`src/scr_settings.svh`:
```
/*
  Raster size, slot length and register map bases for the scroll layers.
  Include it wherever one of these sizes is needed.
*/
`ifndef SCR_SETTINGS_SVH
`define SCR_SETTINGS_SVH

// Raster, small enough for quick simulation
`define SCR_HACTIVE 16
`define SCR_HTOTAL 20
`define SCR_VACTIVE 8
`define SCR_VTOTAL 10

// Clocks spent on one pixel
`define SCR_SLOT 8

// Layer count and register map
`define SCR_LAYERS 6
`define SCR_ATTR_BASE 16
`define SCR_PAL_BASE 24

`endif

```
`src/scr_pkg.sv`:
```
/*
  Shared types for the scroll subsystem. Modules take them by a
  wildcard import in their header.
*/
`default_nettype none

`include "scr_settings.svh"

package scr_pkg;

  // Attribute view of a register byte
  typedef struct packed {
    logic [3:0] unused;
    logic       en;
    logic [2:0] prio;
  } layer_attr_t;

  // Each byte decodes either as scroll data or as a layer attribute
  typedef union packed {
    logic [7:0]  scroll;
    layer_attr_t attr;
  } mmr_byte_u;

  // Decoded layer configuration
  typedef struct packed {
    logic [3:0][15:0]             hscr;
    logic [3:0][15:0]             vscr;
    logic [`SCR_LAYERS-1:0][2:0]  prio;
    logic [`SCR_LAYERS-1:0]       enb;
    logic [`SCR_LAYERS-1:0][2:0]  pal;
  } scr_cfg_t;

  // One scrolled pixel request to the tile memory
  typedef struct packed {
    logic [2:0] layer;
    logic [8:0] x;
    logic [8:0] y;
  } fetch_req_t;

  // Pixel back from the tile memory, zero is transparent
  typedef struct packed {
    logic [2:0] layer;
    logic [3:0] pixel;
  } layer_pix_t;

  // Resolved screen pixel
  typedef struct packed {
    logic [8:0] x;
    logic [8:0] y;
    logic       opaque;
    logic [6:0] color;
  } color_out_t;

endpackage

`default_nettype wire

```
`src/scr_mmr.sv`:
```
/*
  CPU register block with 32 bytes of scroll, attribute and palette data.
  Decodes the bytes into the layer configuration used by fetch and mixer.
*/
`default_nettype none

`include "scr_settings.svh"

module scr_mmr import scr_pkg::*; (
  input  logic       clk,
  input  logic       rst,
  input  logic       cs,
  input  logic [4:0] addr,
  input  logic       rnw,
  input  logic [7:0] din,
  output logic [7:0] dout,
  output scr_cfg_t   cfg
);

  // Register array, one union per byte
  mmr_byte_u regs [32];

  logic wr_en;

  assign wr_en = cs && !rnw;

  // Write port and readback
  always_ff @(posedge clk or posedge rst) begin
    if (rst) begin
      for (int i = 0; i < 32; i++) begin
        regs[i] <= '0;
      end
      dout <= '0;
    end else begin
      if (wr_en) begin
        regs[addr].scroll <= din;
      end
      // Written byte shows up on the next cycle
      if (wr_en) begin
        dout <= din;
      end else begin
        dout <= regs[addr].scroll;
      end
    end
  end

  // Scroll words, high byte first in the map
  for (genvar l = 0; l < 4; l++) begin : g_scroll
    assign cfg.hscr[l] = {regs[l*4+0].scroll, regs[l*4+1].scroll};
    assign cfg.vscr[l] = {regs[l*4+2].scroll, regs[l*4+3].scroll};
  end

  // Attribute and palette bytes, one per layer
  for (genvar l = 0; l < `SCR_LAYERS; l++) begin : g_attr
    assign cfg.prio[l] = regs[`SCR_ATTR_BASE + l].attr.prio;
    assign cfg.enb[l]  = regs[`SCR_ATTR_BASE + l].attr.en;
    // Only the low 3 bits select a bank
    assign cfg.pal[l]  = regs[`SCR_PAL_BASE + l].scroll[2:0];
  end

  // A floating chip select would corrupt the register file
  a_cs_known: assert property (
    @(posedge clk) disable iff (rst)
    !$isunknown(cs)
  ) else $error("scr_mmr: cs is unknown");

endmodule

`default_nettype wire

```
`src/video_timer.sv`:
```
/*
  Raster scan counters with the per-pixel slot timer.
  slot_start marks the first clock of each active pixel slot.
*/
`default_nettype none

`include "scr_settings.svh"

module video_timer (
  input  logic       clk,
  input  logic       rst,
  output logic [8:0] hpos,
  output logic [8:0] vpos,
  output logic       slot_start
);

  localparam int SW = $clog2(`SCR_SLOT);
  localparam logic [SW-1:0] SLOT_LAST = SW'(`SCR_SLOT - 1);
  localparam logic [8:0] H_LAST = 9'(`SCR_HTOTAL - 1);
  localparam logic [8:0] V_LAST = 9'(`SCR_VTOTAL - 1);
  localparam logic [8:0] H_ACT = 9'(`SCR_HACTIVE);
  localparam logic [8:0] V_ACT = 9'(`SCR_VACTIVE);

  logic [SW-1:0] slot_cnt;
  logic          active;

  // Clock count inside the current pixel
  always_ff @(posedge clk or posedge rst) begin
    if (rst) begin
      slot_cnt <= '0;
    end else if (slot_cnt == SLOT_LAST) begin
      slot_cnt <= '0;
    end else begin
      slot_cnt <= slot_cnt + 1'b1;
    end
  end

  // Pixel and line counters
  always_ff @(posedge clk or posedge rst) begin
    if (rst) begin
      hpos <= '0;
      vpos <= '0;
    end else if (slot_cnt == SLOT_LAST) begin
      if (hpos == H_LAST) begin
        hpos <= '0;
        // New line, wrap at the end of the frame
        if (vpos == V_LAST) begin
          vpos <= '0;
        end else begin
          vpos <= vpos + 1'b1;
        end
      end else begin
        hpos <= hpos + 1'b1;
      end
    end
  end

  // Blanking suppresses slot starts
  assign active = (hpos < H_ACT) && (vpos < V_ACT);
  assign slot_start = active && (slot_cnt == '0);

  a_range: assert property (
    @(posedge clk) disable iff (rst)
    hpos <= H_LAST && vpos <= V_LAST
  ) else $error("video_timer: raster counter out of range");

endmodule

`default_nettype wire

```
`src/fetch_fsm.sv`:
```
/*
  Walks the six layers once per pixel slot and issues one scrolled
  pixel request per layer, then signals done to the mixer.
*/
`default_nettype none

`include "scr_settings.svh"

module fetch_fsm import scr_pkg::*; (
  input  logic       clk,
  input  logic       rst,
  input  scr_cfg_t   cfg,
  input  logic [8:0] hpos,
  input  logic [8:0] vpos,
  input  logic       slot_start,
  output fetch_req_t req,
  output logic       req_valid,
  output logic       done,
  output logic [8:0] pos_x,
  output logic [8:0] pos_y
);

  localparam logic [1:0] S_IDLE   = 2'd0;
  localparam logic [1:0] S_FETCH  = 2'd1;
  localparam logic [1:0] S_FINISH = 2'd2;
  localparam logic [2:0] L_LAST   = 3'(`SCR_LAYERS - 1);

  logic [1:0] state;
  logic [2:0] lyr;

  // State and layer step
  always_ff @(posedge clk or posedge rst) begin
    if (rst) begin
      state <= S_IDLE;
      lyr   <= '0;
    end else begin
      case (state)
        S_IDLE: begin
          if (slot_start) begin
            state <= S_FETCH;
            lyr   <= '0;
          end
        end
        S_FETCH: begin
          // One layer per clock
          if (lyr == L_LAST) begin
            state <= S_FINISH;
          end else begin
            lyr <= lyr + 1'b1;
          end
        end
        S_FINISH: begin
          state <= S_IDLE;
        end
        default: begin
          state <= S_IDLE;
        end
      endcase
    end
  end

  // Screen position held for the whole slot
  always_ff @(posedge clk) begin
    if (state == S_IDLE && slot_start) begin
      pos_x <= hpos;
      pos_y <= vpos;
    end
  end

  // Request address, layers 4 and 5 do not scroll
  always_comb begin
    req.layer = lyr;
    if (lyr < 3'd4) begin
      req.x = pos_x + cfg.hscr[lyr[1:0]][8:0];
      req.y = pos_y + cfg.vscr[lyr[1:0]][8:0];
    end else begin
      req.x = pos_x;
      req.y = pos_y;
    end
  end

  assign req_valid = (state == S_FETCH);
  assign done      = (state == S_FINISH);

  // A request burst is six back-to-back layers followed by done
  a_burst: assert property (
    @(posedge clk) disable iff (rst)
    $rose(req_valid) |-> req.layer == 3'd0 ##0 req_valid [*`SCR_LAYERS] ##1 (done && !req_valid)
  ) else $error("fetch_fsm: malformed request burst");

  a_no_overlap: assert property (
    @(posedge clk) disable iff (rst)
    slot_start |-> state == S_IDLE
  ) else $error("fetch_fsm: slot_start while busy");

endmodule

`default_nettype wire

```
`src/layer_mixer.sv`:
```
/*
  Collects the returned layer pixels of one slot and resolves them by
  enable and priority into one registered output color.
*/
`default_nettype none

`include "scr_settings.svh"

module layer_mixer import scr_pkg::*; (
  input  logic       clk,
  input  logic       rst,
  input  scr_cfg_t   cfg,
  input  layer_pix_t pix,
  input  logic       pix_valid,
  input  logic       done,
  input  logic [8:0] pos_x,
  input  logic [8:0] pos_y,
  output color_out_t color,
  output logic       color_valid
);

  // Pixels gathered so far in this slot
  logic [`SCR_LAYERS-1:0][3:0] stage_pix;
  // Staged pixels merged with the one arriving now
  logic [`SCR_LAYERS-1:0][3:0] cur_pix;
  logic       found;
  logic [2:0] win;
  logic [2:0] best_prio;

  // Staging, emptied once the slot resolves
  always_ff @(posedge clk or posedge rst) begin
    if (rst) begin
      stage_pix <= '0;
    end else if (done) begin
      stage_pix <= '0;
    end else if (pix_valid) begin
      stage_pix[pix.layer] <= pix.pixel;
    end
  end

  always_comb begin
    for (int l = 0; l < `SCR_LAYERS; l++) begin
      if (pix_valid && pix.layer == 3'(l)) begin
        cur_pix[l] = pix.pixel;
      end else begin
        cur_pix[l] = stage_pix[l];
      end
    end
  end

  // Highest priority wins, equal priority goes to the higher layer
  always_comb begin
    found     = 1'b0;
    win       = '0;
    best_prio = '0;
    for (int l = 0; l < `SCR_LAYERS; l++) begin
      if (cfg.enb[l] && cur_pix[l] != 4'd0 && (!found || cfg.prio[l] >= best_prio)) begin
        found     = 1'b1;
        win       = 3'(l);
        best_prio = cfg.prio[l];
      end
    end
  end

  always_ff @(posedge clk or posedge rst) begin
    if (rst) begin
      color_valid <= 1'b0;
    end else begin
      color_valid <= done;
    end
  end

  // Output pixel, bank over pixel value
  always_ff @(posedge clk) begin
    if (done) begin
      color.x      <= pos_x;
      color.y      <= pos_y;
      color.opaque <= found;
      color.color  <= found ? {cfg.pal[win], cur_pix[win]} : 7'd0;
    end
  end

  a_layer_tag: assert property (
    @(posedge clk) disable iff (rst)
    pix_valid |-> pix.layer < 3'(`SCR_LAYERS)
  ) else $error("layer_mixer: layer tag out of range");

  // Last pixel of the slot lands together with done
  a_done_pix: assert property (
    @(posedge clk) disable iff (rst)
    done |-> pix_valid
  ) else $error("layer_mixer: done without pixel");

endmodule

`default_nettype wire

```
`src/scroll_top.sv`:
```
/*
  Scroll layer subsystem top. CPU register port in, tile pixel requests
  out and back, one resolved color per active pixel.
*/
`default_nettype none

module scroll_top import scr_pkg::*; (
  input  logic       clk,
  input  logic       rst,
  // CPU port
  input  logic       cs,
  input  logic [4:0] addr,
  input  logic       rnw,
  input  logic [7:0] din,
  output logic [7:0] dout,
  // Tile memory
  output fetch_req_t req,
  output logic       req_valid,
  input  layer_pix_t pix,
  input  logic       pix_valid,
  // Video out
  output color_out_t color,
  output logic       color_valid
);

  scr_cfg_t   cfg;
  logic [8:0] hpos;
  logic [8:0] vpos;
  logic       slot_start;
  logic       done;
  logic [8:0] pos_x;
  logic [8:0] pos_y;

  scr_mmr scr_mmr_i (
    .clk  (clk),
    .rst  (rst),
    .cs   (cs),
    .addr (addr),
    .rnw  (rnw),
    .din  (din),
    .dout (dout),
    .cfg  (cfg)
  );

  video_timer video_timer_i (
    .clk        (clk),
    .rst        (rst),
    .hpos       (hpos),
    .vpos       (vpos),
    .slot_start (slot_start)
  );

  fetch_fsm fetch_fsm_i (
    .clk        (clk),
    .rst        (rst),
    .cfg        (cfg),
    .hpos       (hpos),
    .vpos       (vpos),
    .slot_start (slot_start),
    .req        (req),
    .req_valid  (req_valid),
    .done       (done),
    .pos_x      (pos_x),
    .pos_y      (pos_y)
  );

  // Resolves one slot while the next one is fetched
  layer_mixer layer_mixer_i (
    .clk         (clk),
    .rst         (rst),
    .cfg         (cfg),
    .pix         (pix),
    .pix_valid   (pix_valid),
    .done        (done),
    .pos_x       (pos_x),
    .pos_y       (pos_y),
    .color       (color),
    .color_valid (color_valid)
  );

endmodule

`default_nettype wire

```
`config.mk`:
```
export PLATFORM = sky130hd
export DESIGN_NAME = scroll_top
export DESIGN_NICKNAME = d
export VERILOG_FILES = /design/src/scr_pkg.sv /design/src/scr_mmr.sv /design/src/video_timer.sv /design/src/fetch_fsm.sv /design/src/layer_mixer.sv /design/src/scroll_top.sv
export VERILOG_INCLUDE_DIRS = /design/src
export SDC_FILE = /design/constraint.sdc
export NUM_CORES = 1
export LEC_CHECK = 0
export BUFFER_PORTS_ARGS = -buffer_cell sky130_fd_sc_hd__buf_2
export CAP_MARGIN = 10
export CORE_AREA = 8 8 210 212
export CTS_CLUSTER_DIAMETER = 100
export CTS_CLUSTER_SIZE = 40
export DETAILED_ROUTE_END_ITERATION = 8
export DIE_AREA = 0 0 218 220
export PLACE_DENSITY_LB_ADDON = 0.15
export SLEW_MARGIN = 25
export SYNTH_ARGS = -nofsm -noshare
export SYNTH_HDL_FRONTEND = slang
export SYNTH_HIERARCHICAL = 1
export SYNTH_SLANG_ARGS = --single-unit
```
`constraint.sdc`:
```
create_clock -name clk -period 7.7 [get_ports clk]
set_input_delay 0.77 -clock clk [delete_from_list [all_inputs] [get_ports clk]]
set_output_delay 0.77 -clock clk [all_outputs]
set_load 0.01 [all_outputs]
```
## Word level (Yosys, flattened, before mapping)

Index checks and enable logic that the tools add are counted.

- Bitwise gates (word level): 1
- Multiplexer cells: 52
- Reductions and logical operators: 48
- Magnitude comparators: 14
- Eq/ne operators: 14
- Add/subtract/negate cells: 6

Operators by type and width:

| cell | number |
|---|---|
| bitwise mux 256 bit | 1 |
| binary-select mux 16 bit (select 2 bit) | 2 |
| two-way mux 24 bit | 2 |
| binary-select mux 8 bit (select 5 bit) | 1 |
| demux 8 bit (select 5 bit) | 1 |
| two-way mux 9 bit | 4 |
| two-way mux 3 bit | 11 |
| two-way mux 4 bit | 8 |
| two-way mux 8 bit | 4 |
| bitwise mux 24 bit | 1 |
| nonzero test 4 bit | 6 |
| logical AND 1 bit | 23 |
| adder 9 x 1 -> 9 bit, second input constant | 2 |
| adder 9 bit | 2 |
| two-way mux 18 bit | 1 |
| >= comparator 3 bit | 5 |
| binary-select mux 4 bit (select 3 bit) | 1 |
| demux 4 bit (select 3 bit) | 1 |
| == test 3 bit, second input constant | 4 |
| binary-select mux 3 bit (select 3 bit) | 1 |
| == test 9 x 4 -> 1 bit, second input constant | 1 |
| == test 9 x 5 -> 1 bit, second input constant | 1 |
| less-than comparator 9 x 4 -> 1 bit, second input constant | 1 |
| less-than comparator 9 x 5 -> 1 bit, second input constant | 1 |
| other kinds (25) | 50 |

- Output and inout port bits: 57
- Register bits: 359
- Input bits: 25

## Depth between registers and ports, before layout

- Depth in word-level cells: 28
- Gate-level depth with buffers: 41
- Gate-level depth less buffers: 40

## Modules after synthesis

Netlist, hierarchy kept.

By module, submodules not included:

| module | seq. area each (um^2) | area each (um^2) | times used | cells an instance |
|---|---|---|---|---|
| scr_mmr | 6606.3 | 13698.1 | 1 | 1006 |
| layer_mixer | 1406.3 | 3150.5 | 1 | 295 |
| fetch_fsm | 665.6 | 2173.3 | 1 | 202 |
| video_timer | 525.5 | 1093.5 | 1 | 105 |

## Worst setup path before layout

OpenSTA, ideal clock, no wires.

- Path type: input -> register
- From: input port pix[2] (netlist name)
- To: register, netlist name layer_mixer_i/color[0]
- Setup time: 152 ps
- Required time: 7548 ps
- Data arrival time: 8455 ps
- Slack: -907 ps
- Stages on the path: 39
- Path buffers: 2
- Path through: buf_2 -> nor4_4 -> mux2i_1 -> and3_1 -> ha_1 -> nand2b_1 -> a21o_1 -> a21oi_1 -> a21o_1 -> mux2_1 -> ha_1 -> nor2b_1 -> o21ai_0 -> inv_1 -> a21o_1 -> mux2_2 -> ha_1 -> nand2b_1 -> (+3 left out) -> mux2_2 -> ha_1 -> nand2b_1 -> a21o_1 -> a221oi_2 -> nand2b_1 -> buf_6 -> nor2_1 -> a21o_1 -> ha_1 -> a21o_1 -> a21oi_1 -> a21boi_1 -> o221ai_2 -> nor3b_1 -> or3_1 -> o211a_1 -> o22ai_1

- Longest elaborated chain between the ends: 26
- Elaborated cells on any way between the ends: 56
- Classes of those cells: 5 x order compare; 24 x mux; 27 x reduce/logical

RTL lines:

| item | RTL line | source |
|---|---|---|
| start: declaration | scroll_top.sv:19 | `input layer_pix_t pix,` |
| two-way mux 4 bit | layer_mixer.sv:43 | `if (pix_valid && pix.layer == 3'(l)) begin` |
| nonzero test 4 bit | layer_mixer.sv:57 | `if (cfg.enb[l] && cur_pix[l] != 4'd0 && (!found \|\| cfg.prio[l] >= best_prio)) begin` |
| logical AND 1 bit | layer_mixer.sv:57 |  |
| two-way mux 3 bit or two-way mux 1 bit (tied branches) | layer_mixer.sv:57 |  |
| >= comparator 3 bit or logical NOT 1 bit (tied branches) | layer_mixer.sv:57 |  |
| logical OR 1 bit | layer_mixer.sv:57 |  |
| logical AND 1 bit | layer_mixer.sv:57 |  |
| two-way mux 3 bit or two-way mux 1 bit (tied branches) | layer_mixer.sv:57 |  |
| (+10 left out) | -- |  |
| logical AND 1 bit | layer_mixer.sv:57 |  |
| two-way mux 3 bit or two-way mux 1 bit (tied branches) | layer_mixer.sv:57 |  |
| >= comparator 3 bit or logical NOT 1 bit (tied branches) | layer_mixer.sv:57 |  |
| logical OR 1 bit | layer_mixer.sv:57 |  |
| logical AND 1 bit | layer_mixer.sv:57 |  |
| two-way mux 3 bit | layer_mixer.sv:57 |  |
| binary-select mux 4 bit (select 3 bit) | layer_mixer.sv:79 | `color.color <= found ? {cfg.pal[win], cur_pix[win]} : 7'd0;` |
| two-way mux 4 bit (implied by the code) | layer_mixer.sv:79 |  |

Parallel ways exist; a longest one is shown, timed or not. The select of a mux whose other input is x is not followed.
A chain may end at the register's enable or synchronous reset.

## Worst setup path in the final report

- From: input port pix[4] (netlist name)
- To: register, netlist name layer_mixer_i/color[0]

- Longest elaborated chain between the ends: 28
- Elaborated cells on any way between the ends: 68
- Classes of those cells: 5 x order compare; 5 x eq/ne; 24 x mux; 34 x reduce/logical

RTL lines:

| item | RTL line |
|---|---|
| logical NOT 3 bit | layer_mixer.sv:43 |
| logical AND 1 bit | layer_mixer.sv:43 |
| two-way mux 4 bit | layer_mixer.sv:43 |
| nonzero test 4 bit | layer_mixer.sv:57 |
| logical AND 1 bit | layer_mixer.sv:57 |
| two-way mux 3 bit or two-way mux 1 bit (tied branches) | layer_mixer.sv:57 |
| >= comparator 3 bit or logical NOT 1 bit (tied branches) | layer_mixer.sv:57 |
| logical OR 1 bit | layer_mixer.sv:57 |
| (+12 left out) | -- |
| logical AND 1 bit | layer_mixer.sv:57 |
| two-way mux 3 bit or two-way mux 1 bit (tied branches) | layer_mixer.sv:57 |
| >= comparator 3 bit or logical NOT 1 bit (tied branches) | layer_mixer.sv:57 |
| logical OR 1 bit | layer_mixer.sv:57 |
| logical AND 1 bit | layer_mixer.sv:57 |
| two-way mux 3 bit | layer_mixer.sv:57 |
| binary-select mux 4 bit (select 3 bit) | layer_mixer.sv:79 |
| two-way mux 4 bit (implied by the code) | layer_mixer.sv:79 |

Parallel ways exist; a longest one is shown, timed or not. The select of a mux whose other input is x is not followed.

==> metrics.txt <==
result of the run=finished, violations left; violated checks=setup timing; global-route wire length before repair=77200 µm; Yosys Warn Count=6; metal2 WL=23700 µm; Maximum Capacitance Violations=0; share of the clock period used by the worst path after layout=1.03; Slew Limit Headroom=0.358; crit path capture type=flop; leading cell type in the layout, fill and taps excluded=sky130_fd_sc_hd__dfrtp_1; Total Die Area=48000 µm²; routability cong.=0.846; hold_buf cts=0; pre-CTS setup slack=-828 ps; WP data required=8080 ps; combined area of all synthesized cells=19700 µm²; largest fanout of any net on the critical path=8; insertion delay of the later-clocked pin in the worst-skew pair=550 ps; worst slew pin tran=963 ps; Post-Route Utilization=0.519; antenna diode instance count=0; Period minus WS final=7950 ps; setup repair after global routing missed its margin=yes; most frequent cells in the layout=sky130_fd_sc_hd__dfrtp_1 (315), sky130_fd_sc_hd__mux2_2 (255), sky130_fd_sc_hd__buf_4 (104), sky130_fd_sc_hd__mux2i_1 (82), sky130_fd_sc_hd__nand2_1 (80); leakage=0.00961 µW; cell at the root of the clock tree=sky130_fd_sc_hd__clkbuf_16; number of buffers inserted during clock tree synthesis=15; Max Clk Rate=0.126 GHz; Area Overhead vs Synth=6.90%; number of buffers on the longest clock path=3; instance count after placement with tap cells included=2024; CP Data Arrival Time=8330 ps; Total Power=4100 µW; DRT met1 WL=23200 µm; leftover overflow at the end of global routing=0; antenna violations before repair=0; number of global-route vias before repair=12600; Max rail drop VDD=0.138 mV; startpoint types=input port; Top cell by count, worst path=sky130_fd_sc_hd__a21o_1; pin count of the biggest net entering global routing=73; number of sinks on the clock net=359; number of nets in the layout=1623; number of max-slew violations in the final report=0; final setup violation count=7; wire length after detailed routing=49700 µm; DRC violation total after the first TritonRoute iteration=893; post-route ant nets=0; HPWL reported at the end of detailed placement=34200 µm; power density cells=195 nW/µm²; max incr delay on CP=340 ps; num ports=82; share of layout cells above drive strength 1=0.382; number of filler cells placed in the layout=3507; post-route DRC violation count=0; Design Area, Final=21100 µm²; core footprint=40600 µm²; aggregate global-route resource usage=0.206; number of placement rows=74; post-synthesis instance total=1552; CTS H-tree lvls=1; vias post-DR=12300; 1st-pass router iterations=5; Vert. Die Dim=220 µm; Final WS setup=-252 ps; FF/Latch Area=9200 µm²; port bufs=81; starting density of the core=0.486; Multi-input gate area=9260 µm²; Cell Count, Final, Fillers Out=2097; met3 layer wire length in the routed design=2030 µm; clock tree from TritonCTS=yes; CP Class=input port to flop; Fin Clk Skew=29.8 ps; synthesized net count=1618; clock input transition at the sequential cells of the worst setup and hold paths=130 ps; Tightest Hold Check Type=input port to asynchronous set/reset pin; number of hold violations in the final report=0; average cell area after synthesis=12.7 µm²; Via-to-Cell Ratio=5.89; slowest cell on the critical path=sky130_fd_sc_hd__mux2i_2; Post-DP Area=20000 µm²; width of the chip=218 µm; average wire length per cell after detail routing=23.7 µm; top sig layer=met4
==> flip-flops by register name, indices dropped and copies added (netlist names) <==
signal                     cells
scr_mmr_i/cfg                170
scr_mmr_i/regs                86
layer_mixer_i/color           26
layer_mixer_i/stage_pix       24
fetch_fsm_i/pos_x              9
fetch_fsm_i/pos_y              9
video_timer_i/hpos             9
video_timer_i/vpos             9
scr_mmr_i/dout                 8
fetch_fsm_i/lyr                3
video_timer_i/slot_cnt         3
fetch_fsm_i/state              2
layer_mixer_i/color_valid      1
==> per-layer routing <==
layer | global-route usage | vias to the layer above
met5 | 0 | -
met3 | 0.0232 | 53
li1 | - | 5600
met1 | 0.297 | 6437
met2 | 0.335 | 255
met4 | 0.0392 | 0
==> repair_timing <==
item	4_1_cts	5_1_grt
setup buffers	38	12
endpoints found under the setup margin	7	7
gates cloned	1	0
pin swaps	8	18
gates resized for setup	8	27
==> area by class of cell <==
| cell class | instances | share of cell area |
|---|---|---|
| Multi-Input combinational cell | 954 | 0.440 |
| Sequential cell | 359 | 0.437 |
| Timing Repair Buffer | 187 | 0.0589 |
| Tap cell | 532 | 0.0316 |
| Clock buffer | 17 | 0.0187 |
| Inverter | 40 | 0.00731 |
| Clock inverter | 8 | 0.00642 |
==> power by group <==
part / internal, µW / total, µW / switching, µW / leakage [µW]
Combinational: 416 / 796 / 380 / 0.00478
Sequential: 2100 / 2230 / 132 / 0.00457
Clock: 411 / 1080 / 665 / 0.000255
==> worst max-delay path, delay by kind of cell <==
kind | cells | cell delay, ps
buffers and inverters | 3 | 270
muxes | 4 | 1230
adders and majority gates | 5 | 1150
and+or+nand+nor | 10 | 1840
AOI/OAI and AO/OA | 17 | 3090
==> final timing paths <==
check | depth (start not counted) | to | start | slack [ps]
worst max register to register | 39 | layer_mixer_i/color[0] | layer_mixer_i/stage_pix[0] | -170
min in group clk | 1 | video_timer_i/slot_cnt[0] | video_timer_i/slot_cnt[0] | 460
worst min register to register | 1 | video_timer_i/slot_cnt[0] | video_timer_i/slot_cnt[0] | 460
worst max-delay path | 39 | layer_mixer_i/color[0] | pix[4] | -250
worst min-delay path | 2 | fetch_fsm_i/lyr[1] | rst | 190
max in group asynchronous | 4 | scr_mmr_i/cfg[10] | rst | 5660
==> through the flow <==
stage               TNS (ps)  hold slack [ps]
global placement       -3140              440
detailed placement     -4800              445
finish                 -1090              193
floorplan              -1520              423
global route           -3120              199
CTS                     -327              191
No activity file was read; power rests on OpenSTA's default activity.
